## src/copper_pkg.sv

```systemverilog
package copper_pkg;

    // Program counter and copper memory address width
    localparam int PC_W      = 10;
    // Beam counters and WAIT/SKIP positions
    localparam int POS_W     = 11;
    // Memory word and XR write data
    localparam int WORD_W    = 16;
    localparam int XR_ADDR_W = 16;
    localparam int REG_NUM_W = 4;

    // Opcode sits in the top nibble of word 1
    typedef enum logic [3:0] {
        WAIT  = 4'b0000,
        SKIP  = 4'b0010,
        JMP   = 4'b0100,
        MOVER = 4'b1001,
        MOVEF = 4'b1010,
        MOVEP = 4'b1011,
        MOVEC = 4'b1100
    } opcode_e;

    // Execute sequencer states
    typedef enum logic [2:0] {
        INIT       = 3'd0,
        FETCH_WAIT = 3'd1,
        LATCH      = 3'd2,
        PRECOMP    = 3'd3,
        EXEC       = 3'd4
    } ex_state_e;

    // Copper control register number
    localparam logic [REG_NUM_W-1:0] XR_COPP_CTRL = 4'd1;

    // MOVE target bases
    // Register space keeps 8 address bits
    localparam logic [XR_ADDR_W-1:0] XR_REG_BASE    = 16'h0000;
    // Tile memory keeps 12 address bits
    localparam logic [XR_ADDR_W-1:0] XR_TILE_BASE   = 16'h4000;
    // Color memory keeps 8 address bits
    localparam logic [XR_ADDR_W-1:0] XR_COLOR_BASE  = 16'h8000;
    // Copper memory keeps 11 address bits
    localparam logic [XR_ADDR_W-1:0] XR_COPPER_BASE = 16'hC000;

    // WAIT/SKIP flag bits
    localparam int FLAG_IGNORE_V = 0;
    localparam int FLAG_IGNORE_H = 1;

    // Restart this many pixels before the end of the last line
    localparam int RESTART_H_OFFSET = 5;

endpackage

```

## src/copper_beam_cmp.sv

```systemverilog
`default_nettype none
`timescale 1ns/1ps

module copper_beam_cmp (
    input  wire logic                             clk,
    input  wire logic                             cmp_load_i,
    input  wire logic [copper_pkg::POS_W-1:0]     h_count_i,
    input  wire logic [copper_pkg::POS_W-1:0]     v_count_i,
    input  wire logic [copper_pkg::POS_W-1:0]     wait_x_i,
    input  wire logic [copper_pkg::POS_W-1:0]     wait_y_i,
    input  wire logic [1:0]                       flags_i,
    output      logic                             cond_met_o
);

    logic h_reached;
    logic v_reached;
    logic h_ok;
    logic v_ok;

    // Compare once in PRECOMP, result held for EXEC
    // Keeps the 11-bit compares off the execute path
    always_ff @(posedge clk) begin
        if (cmp_load_i) begin
            h_reached <= h_count_i >= wait_x_i;
            v_reached <= v_count_i >= wait_y_i;
        end
    end

    // An ignored axis counts as reached
    always_comb begin
        h_ok       = flags_i[copper_pkg::FLAG_IGNORE_H] || h_reached;
        v_ok       = flags_i[copper_pkg::FLAG_IGNORE_V] || v_reached;
        // Both ignored gives always met
        cond_met_o = h_ok && v_ok;
    end

endmodule

`default_nettype wire

```

## src/copper_ctrl_reg.sv

```systemverilog
`default_nettype none
`timescale 1ns/1ps

module copper_ctrl_reg #(
    parameter int H_TOTAL = 800,
    parameter int V_TOTAL = 525
) (
    input  wire logic                                 clk,
    input  wire logic                                 copp_reset,
    input  wire logic                                 copp_reg_wr_i,
    input  wire logic [copper_pkg::REG_NUM_W-1:0]     copp_reg_num_i,
    input  wire logic [copper_pkg::WORD_W-1:0]        copp_reg_data_i,
    input  wire logic [copper_pkg::POS_W-1:0]         h_count_i,
    input  wire logic [copper_pkg::POS_W-1:0]         v_count_i,
    output      logic                                 copper_en_o,
    output      logic [copper_pkg::PC_W-1:0]          init_pc_o,
    output      logic                                 frame_restart_o
);

    // Beam position of the restart, a few pixels ahead of the new frame
    localparam logic [copper_pkg::POS_W-1:0] RESTART_H =
        copper_pkg::POS_W'(H_TOTAL - copper_pkg::RESTART_H_OFFSET);
    localparam logic [copper_pkg::POS_W-1:0] RESTART_V =
        copper_pkg::POS_W'(V_TOTAL - 1);

    // Host write to the control register
    // Enable in bit 15, initial PC in the low bits
    always_ff @(posedge clk) begin
        if (copp_reset) begin
            copper_en_o <= 1'b0;
            init_pc_o   <= '0;
        end else if (copp_reg_wr_i && copp_reg_num_i == copper_pkg::XR_COPP_CTRL) begin
            copper_en_o <= copp_reg_data_i[15];
            init_pc_o   <= copp_reg_data_i[copper_pkg::PC_W-1:0];
        end
    end

    // True for the one pixel that matches the restart position
    always_comb begin
        frame_restart_o = (h_count_i == RESTART_H) && (v_count_i == RESTART_V);
    end

    // Beam counter moves every cycle, so the match cannot repeat back to back
    a_restart_single: assert property (
        @(posedge clk) disable iff (copp_reset)
        frame_restart_o |=> !frame_restart_o
    ) else $error("frame restart held for more than one cycle");

endmodule

`default_nettype wire

```

## src/copper_exec.sv

```systemverilog
`default_nettype none
`timescale 1ns/1ps

module copper_exec (
    input  wire logic                                 clk,
    input  wire logic                                 copp_reset,
    input  wire logic                                 frame_restart_i,
    input  wire logic                                 copper_en_i,
    input  wire logic [copper_pkg::PC_W-1:0]          init_pc_i,
    input  wire logic [copper_pkg::WORD_W-1:0]        coppermem_e_rd_data_i,
    input  wire logic [copper_pkg::WORD_W-1:0]        coppermem_o_rd_data_i,
    input  wire logic                                 cond_met_i,
    input  wire logic                                 regs_xr_reg_sel_i,
    input  wire logic                                 regs_tilemem_sel_i,
    input  wire logic                                 regs_colormem_sel_i,
    input  wire logic                                 regs_coppermem_sel_i,
    output      logic                                 coppermem_rd_en_o,
    output      logic [copper_pkg::PC_W-1:0]          coppermem_rd_addr_o,
    output      logic                                 cmp_load_o,
    output      logic [copper_pkg::POS_W-1:0]         wait_x_o,
    output      logic [copper_pkg::POS_W-1:0]         wait_y_o,
    output      logic [1:0]                           flags_o,
    output      logic                                 xr_wr_en_o,
    output      logic [copper_pkg::XR_ADDR_W-1:0]     xr_wr_addr_o,
    output      logic [copper_pkg::WORD_W-1:0]        xr_wr_data_o
);

    copper_pkg::ex_state_e state;

    // Word 1 in the upper half, word 2 in the lower half
    logic [2*copper_pkg::WORD_W-1:0] r_insn;
    logic [copper_pkg::PC_W-1:0]     pc;
    logic                            wait_met;

    // Memory address is always the program counter
    assign coppermem_rd_addr_o = pc;

    // WAIT/SKIP fields, Y from word 1 and X plus flags from word 2
    assign wait_y_o   = r_insn[26:16];
    assign wait_x_o   = r_insn[14:4];
    assign flags_o    = r_insn[1:0];
    assign cmp_load_o = (state == copper_pkg::PRECOMP);

    // WAIT with both axes ignored never completes, only frame restart ends it
    assign wait_met = cond_met_i && !(&r_insn[1:0]);

    always_ff @(posedge clk) begin
        if (copp_reset) begin
            state             <= copper_pkg::INIT;
            pc                <= '0;
            coppermem_rd_en_o <= 1'b0;
            xr_wr_en_o        <= 1'b0;
        end else if (frame_restart_i) begin
            // New frame, restart at the initial PC
            state             <= copper_pkg::INIT;
            pc                <= init_pc_i;
            coppermem_rd_en_o <= 1'b0;
            xr_wr_en_o        <= 1'b0;
        end else begin
            // Write strobe lasts a single cycle
            xr_wr_en_o <= 1'b0;
            case (state)
                copper_pkg::INIT: begin
                    // Start the first fetch once enabled
                    if (copper_en_i) begin
                        state             <= copper_pkg::FETCH_WAIT;
                        coppermem_rd_en_o <= 1'b1;
                    end
                end
                copper_pkg::FETCH_WAIT: begin
                    // Banks read this cycle, step past the instruction
                    if (copper_en_i) begin
                        state <= copper_pkg::LATCH;
                        pc    <= pc + 1'b1;
                    end else begin
                        state             <= copper_pkg::INIT;
                        coppermem_rd_en_o <= 1'b0;
                    end
                end
                copper_pkg::LATCH: begin
                    r_insn            <= {coppermem_e_rd_data_i, coppermem_o_rd_data_i};
                    coppermem_rd_en_o <= 1'b0;
                    state             <= copper_pkg::PRECOMP;
                end
                copper_pkg::PRECOMP: begin
                    // Beam compare loads here
                    state <= copper_pkg::EXEC;
                end
                copper_pkg::EXEC: begin
                    // Default is next fetch, MOVE stall and WAIT override below
                    state             <= copper_pkg::FETCH_WAIT;
                    coppermem_rd_en_o <= 1'b1;
                    xr_wr_data_o      <= r_insn[15:0];
                    case (r_insn[31:28])
                        copper_pkg::WAIT: begin
                            if (!wait_met) begin
                                state             <= copper_pkg::PRECOMP;
                                coppermem_rd_en_o <= 1'b0;
                            end
                        end
                        copper_pkg::SKIP: begin
                            // Met condition drops the next instruction
                            if (cond_met_i) begin
                                pc <= pc + 1'b1;
                            end
                        end
                        copper_pkg::JMP: begin
                            pc <= r_insn[25:16];
                        end
                        copper_pkg::MOVER: begin
                            xr_wr_addr_o <= {copper_pkg::XR_REG_BASE[15:8], r_insn[23:16]};
                            if (regs_xr_reg_sel_i) begin
                                state             <= copper_pkg::EXEC;
                                coppermem_rd_en_o <= 1'b0;
                            end else begin
                                xr_wr_en_o <= 1'b1;
                            end
                        end
                        copper_pkg::MOVEF: begin
                            xr_wr_addr_o <= {copper_pkg::XR_TILE_BASE[15:12], r_insn[27:16]};
                            if (regs_tilemem_sel_i) begin
                                state             <= copper_pkg::EXEC;
                                coppermem_rd_en_o <= 1'b0;
                            end else begin
                                xr_wr_en_o <= 1'b1;
                            end
                        end
                        copper_pkg::MOVEP: begin
                            xr_wr_addr_o <= {copper_pkg::XR_COLOR_BASE[15:8], r_insn[23:16]};
                            if (regs_colormem_sel_i) begin
                                state             <= copper_pkg::EXEC;
                                coppermem_rd_en_o <= 1'b0;
                            end else begin
                                xr_wr_en_o <= 1'b1;
                            end
                        end
                        copper_pkg::MOVEC: begin
                            xr_wr_addr_o <= {copper_pkg::XR_COPPER_BASE[15:11], r_insn[26:16]};
                            if (regs_coppermem_sel_i) begin
                                state             <= copper_pkg::EXEC;
                                coppermem_rd_en_o <= 1'b0;
                            end else begin
                                xr_wr_en_o <= 1'b1;
                            end
                        end
                        // Illegal opcode falls through as a four-cycle no-op
                        default: ;
                    endcase
                end
                default: state <= copper_pkg::INIT;
            endcase
        end
    end

    a_state_legal: assert property (
        @(posedge clk) disable iff (copp_reset)
        state inside {copper_pkg::INIT, copper_pkg::FETCH_WAIT, copper_pkg::LATCH,
                      copper_pkg::PRECOMP, copper_pkg::EXEC}
    ) else $error("execute state out of range");

    // Every write is followed by a fetch, so two in a row would be a lost instruction
    a_wr_single: assert property (
        @(posedge clk) disable iff (copp_reset)
        xr_wr_en_o |=> !xr_wr_en_o
    ) else $error("XR write strobe held for more than one cycle");

endmodule

`default_nettype wire

```

## src/copper_top.sv

```systemverilog
`default_nettype none
`timescale 1ns/1ps

module copper_top #(
    parameter int H_TOTAL = 800,
    parameter int V_TOTAL = 525
) (
    input  wire logic                                 clk,
    input  wire logic                                 copp_reset,
    input  wire logic                                 copp_reg_wr_i,
    input  wire logic [copper_pkg::REG_NUM_W-1:0]     copp_reg_num_i,
    input  wire logic [copper_pkg::WORD_W-1:0]        copp_reg_data_i,
    input  wire logic [copper_pkg::POS_W-1:0]         h_count_i,
    input  wire logic [copper_pkg::POS_W-1:0]         v_count_i,
    input  wire logic                                 regs_xr_reg_sel_i,
    input  wire logic                                 regs_tilemem_sel_i,
    input  wire logic                                 regs_colormem_sel_i,
    input  wire logic                                 regs_coppermem_sel_i,
    input  wire logic [copper_pkg::WORD_W-1:0]        coppermem_e_rd_data_i,
    input  wire logic [copper_pkg::WORD_W-1:0]        coppermem_o_rd_data_i,
    output      logic                                 coppermem_rd_en_o,
    output      logic [copper_pkg::PC_W-1:0]          coppermem_rd_addr_o,
    output      logic                                 xr_wr_en_o,
    output      logic [copper_pkg::XR_ADDR_W-1:0]     xr_wr_addr_o,
    output      logic [copper_pkg::WORD_W-1:0]        xr_wr_data_o
);

    logic                            copper_en;
    logic [copper_pkg::PC_W-1:0]     init_pc;
    logic                            frame_restart;
    logic                            cmp_load;
    logic [copper_pkg::POS_W-1:0]    wait_x;
    logic [copper_pkg::POS_W-1:0]    wait_y;
    logic [1:0]                      flags;
    logic                            cond_met;

    // Control register and frame restart
    copper_ctrl_reg #(
        .H_TOTAL (H_TOTAL),
        .V_TOTAL (V_TOTAL)
    ) ctrl0 (
        .clk             (clk),
        .copp_reset      (copp_reset),
        .copp_reg_wr_i   (copp_reg_wr_i),
        .copp_reg_num_i  (copp_reg_num_i),
        .copp_reg_data_i (copp_reg_data_i),
        .h_count_i       (h_count_i),
        .v_count_i       (v_count_i),
        .copper_en_o     (copper_en),
        .init_pc_o       (init_pc),
        .frame_restart_o (frame_restart)
    );

    // Beam position compare for WAIT and SKIP
    copper_beam_cmp cmp0 (
        .clk        (clk),
        .cmp_load_i (cmp_load),
        .h_count_i  (h_count_i),
        .v_count_i  (v_count_i),
        .wait_x_i   (wait_x),
        .wait_y_i   (wait_y),
        .flags_i    (flags),
        .cond_met_o (cond_met)
    );

    copper_exec exec0 (
        .clk                   (clk),
        .copp_reset            (copp_reset),
        .frame_restart_i       (frame_restart),
        .copper_en_i           (copper_en),
        .init_pc_i             (init_pc),
        .coppermem_e_rd_data_i (coppermem_e_rd_data_i),
        .coppermem_o_rd_data_i (coppermem_o_rd_data_i),
        .cond_met_i            (cond_met),
        .regs_xr_reg_sel_i     (regs_xr_reg_sel_i),
        .regs_tilemem_sel_i    (regs_tilemem_sel_i),
        .regs_colormem_sel_i   (regs_colormem_sel_i),
        .regs_coppermem_sel_i  (regs_coppermem_sel_i),
        .coppermem_rd_en_o     (coppermem_rd_en_o),
        .coppermem_rd_addr_o   (coppermem_rd_addr_o),
        .cmp_load_o            (cmp_load),
        .wait_x_o              (wait_x),
        .wait_y_o              (wait_y),
        .flags_o               (flags),
        .xr_wr_en_o            (xr_wr_en_o),
        .xr_wr_addr_o          (xr_wr_addr_o),
        .xr_wr_data_o          (xr_wr_data_o)
    );

endmodule

`default_nettype wire

```

## config.mk

```make
export PLATFORM = sky130hd
export DESIGN_NAME = copper_top
export DESIGN_NICKNAME = d
export VERILOG_FILES = /design/src/copper_pkg.sv /design/src/copper_beam_cmp.sv /design/src/copper_ctrl_reg.sv /design/src/copper_exec.sv /design/src/copper_top.sv
export SDC_FILE = /design/constraint.sdc
export NUM_CORES = 1
export LEC_CHECK = 0
export BUFFER_PORTS_ARGS = -buffer_cell sky130_fd_sc_hd__buf_2
export CAP_MARGIN = 40
export CORE_ASPECT_RATIO = 0.8
export CORE_MARGIN = 4
export CORE_UTILIZATION = 45
export CTS_CLUSTER_SIZE = 40
export DETAILED_ROUTE_END_ITERATION = 8
export PLACE_DENSITY = 0.71
export SKIP_CTS_REPAIR_TIMING = 1
export SLEW_MARGIN = 20
export SYNTH_ARGS = -nofsm -noshare
export SYNTH_HDL_FRONTEND = slang
export SYNTH_SLANG_ARGS = --single-unit
```

## constraint.sdc

```tcl
create_clock -name clk -period 4.8 [get_ports clk]
set_input_delay 0.96 -clock clk [delete_from_list [all_inputs] [get_ports clk]]
set_output_delay 0.96 -clock clk [all_outputs]
set_load 0.02 [all_outputs]
```

==> impl_metrics.toml <==
[grt]
overflow = 0
grt_pass1_wl_mm = 14.9
grt_pass1_vias = 3016
grt_max_degree = 33
track_usage_pct = 18.0
antenna_found_initial = 0

[placed_design]
dp_cells = 559
dp.final_hpwl_mm = 7.15
dp_worst_setup_slack_ns = 1.97
io_buffer_count = 117
routabilityCongestion = 0.854

[run]
max_cap_violations = 0

[worst_setup_path]
r2r-start = "exec0.r_insn[29]$_DFFE_PP_"
end_kind = "register"
path_class = "in2reg"
cp-start-kind = "input pin"
worst_r2r_endpoint = "exec0.coppermem_rd_addr_o[4]$_SDFFE_PP0P_"
cp_slowest_stage_delay_ns = 0.60
cpMaxStageDelayCell = "or4b_1"
critPathMaxFanout = 32
reg2regPathDepth = 5
crit_path_cell_trace = "buf_2 > or4b_1 > o31ai_2 > buf_4 > nor3_2 > buf_4"
reg2reg_setup_slack_ns = 2.46
critPathArrivalTime_ns = 2.51
crit_required_ns = 4.85
crit_buf_inv = 3
crit_top_cell = "buf_4"
critPathTopFamily = "simple AND/OR/NAND/NOR gates"

[power]
p_per_area_nw_per_um2 = 307
p_leak_nw = 2.10
peakVddDrop_mv = 0.266

[route]
routedWlPerCell_um = 16.0
initialDrtViolationCount = 167
drtAntennaViolNets = 0
drc = 0
routed_wl_mm = 9.23
firstDrtPassIters = 4
viasPerCell = 5.22
vias = 3003

[logic_synthesis]
ys_seq_area_share_pct = 59.2
synth_seq_cells = 90
netlist_area_um2 = 4130
ys_warn_count = 0
synth_cell_types = 57
synth_cells = 336
synth_edf_count = 64
synth-async-reset-ratio_pct = 0
synth_flop_cell = "edfxtp_1"
syn_area_per_cell_um2 = 12.3

[sta]
finalSetupTns_ns = 0
clock.fmax_mhz = 406
tightest_slew_ns = 0.651
rsz0062_at_grt = "false"
hold_viol = 0
setup_violations = 0
slew_headroom_pct = 56.6
min_period_ns = 2.46
slew_viol_final = 0
period_share_pct = 51.3
finalClockSkew_ns = 0.00891
finalWorstSetupSlack_ns = 2.34

[cts]
path_clk_slew_ns = 0.06
clock_tree.buffer_depth = 2
htree_levels = 3
clock_latency_ns = 0.34
numCtsBuffers = 9
cts.sinks = 90
root_buffer = "clkbuf_16"
cts_tree = "done"

[finish]
fillers = 759
syn2layout_area_growth_pct = 23.7
multiInputGateArea_um2 = 1530
drive_gt1_share_pct = 31.5
post_layout_nonfiller_instances = 575
n_antenna_cell = 0
seqCellArea_um2 = 2440
final_cell_mix = "buf_2, edfxtp_1, nor2_1, inv_1, dfxtp_1"
final_nets = 562
final_common_cell = "buf_2"

[run_status]
outcome = "finished clean"

[floorplanning]
die_x_um = 115
rows = 30
core_area_um2 = 8710
die_y_um = 93.7
initial_utilization_pct = 47.4
die-area_um2 = 10800
boundaryPins = 125

[hold_path]
hold_end = "exec0.xr_wr_data_o[2]$_DFFE_PP_"
hold_depth = 0
hp-class = "reg2reg"
hold_start = "exec0.r_insn[2]$_DFFE_PP_"
==> how the worst max path moves through the flow <==
stage                                       to  cells past startpoint  slack, ns          from
floorplan            exec0.r_insn[0]$_DFFE_PP_                      5       0.57  h_count_i[1]
global placement    exec0.r_insn[19]$_DFFE_PP_                      6       2.00  h_count_i[5]
detailed placement  exec0.r_insn[22]$_DFFE_PP_                      6       1.97  h_count_i[5]
CTS                 exec0.r_insn[22]$_DFFE_PP_                      6       2.34  h_count_i[5]
global route        exec0.r_insn[22]$_DFFE_PP_                      6       2.28  h_count_i[5]
finish              exec0.r_insn[19]$_DFFE_PP_                      6       2.34  h_count_i[5]
==> state kept, by name, summed over array words and instances (netlist names) <==
register and count:
ctrl0.init_pc_o 10, exec0.coppermem_rd_en_o 1, cmp0.v_reached 1, exec0.state 3, cmp0.h_reached 1, exec0.r_insn 32, exec0.coppermem_rd_addr_o 10, exec0.xr_wr_en_o 1
exec0.xr_wr_data_o 16, exec0.xr_wr_addr_o 14, ctrl0.copper_en_o 1
==> metal layers <==
| layer | global-route usage, % | share of wire [%] | wire length [um] | vias to the layer above |
|---|---|---|---|---|
| met5 | 0 | 0 | 0 | - |
| met4 | 6.16 | 2.0 | 180 | 0 |
| met3 | 6.31 | 7.8 | 721 | 15 |
| met2 | 27.5 | 45 | 4140 | 102 |
| met1 | 23.8 | 45 | 4180 | 1393 |
| li1 | - | - | - | 1493 |
==> cells in the mapped netlist, drive strengths merged, types with 4 or more instances <==
library cell,number,area (um^2)
dfxtp,26,521
ha,23,288
nor2,29,119
and2,5,33.8
nor3,9,45.0
a22o,4,35.0
a21o,4,31.3
nand4,6,37.5
nand2b,9,56.3
mux2i,18,180
nand2,17,63.8
o31ai,4,48.8
edfxtp,64,1920
o21ai,14,70.1
a21oi,16,80.1
inv,26,97.6
buf,9,70.1
==> final cells by class <==
cell class	count	area share (%)
sequential	90	47.8
multi-input combinational	210	29.9
timing repair buffer	121	12.1
clock buffer	9	4.41
tap	112	2.74
inverter	26	1.91
clock inverter	7	1.18
==> kinds of logic after synthesis <==
group                    count (synthesis)  share of synthesized area, %
buffers and inverters                   37                          4.24
adder cells (fa/ha/maj)                 23                          6.97
AND/OR/NAND/NOR                        100                          13.5
multiplexers                            19                          4.64
other                                    1                        0.0908
XOR/XNOR                                 2                         0.424
flip-flops                              90                          59.2
AO/OA/AOI/OAI                           64                          11.0
==> through the flow <==
| step | hold WS [ns] | util [%] | instance area (um^2) | total power [mW] |
|---|---|---|---|---|
| after CTS | 0.419 | 58.6 | 5110 | 1.59 |
| after floorplan | 0.400 | - | 4130 | 0.872 |
| after detailed placement | 0.405 | 55.4 | 4820 | 0.913 |
| after global routing | 0.426 | 58.6 | 5110 | 1.63 |
| after global placement | 0.406 | 55.4 | 4820 | 0.910 |
| final | 0.417 | 58.6 | 5110 | 1.57 |
==> power by group <==
part           switching, mW  total, mW  internal [mW]  leakage (nW)
combinational         0.0312     0.0673         0.0361          1.17
clock                  0.276      0.672          0.396         0.142
sequential          0.000975      0.828          0.827         0.786
total                  0.308       1.57           1.26          2.10
(Power assumes the default switching activity.)
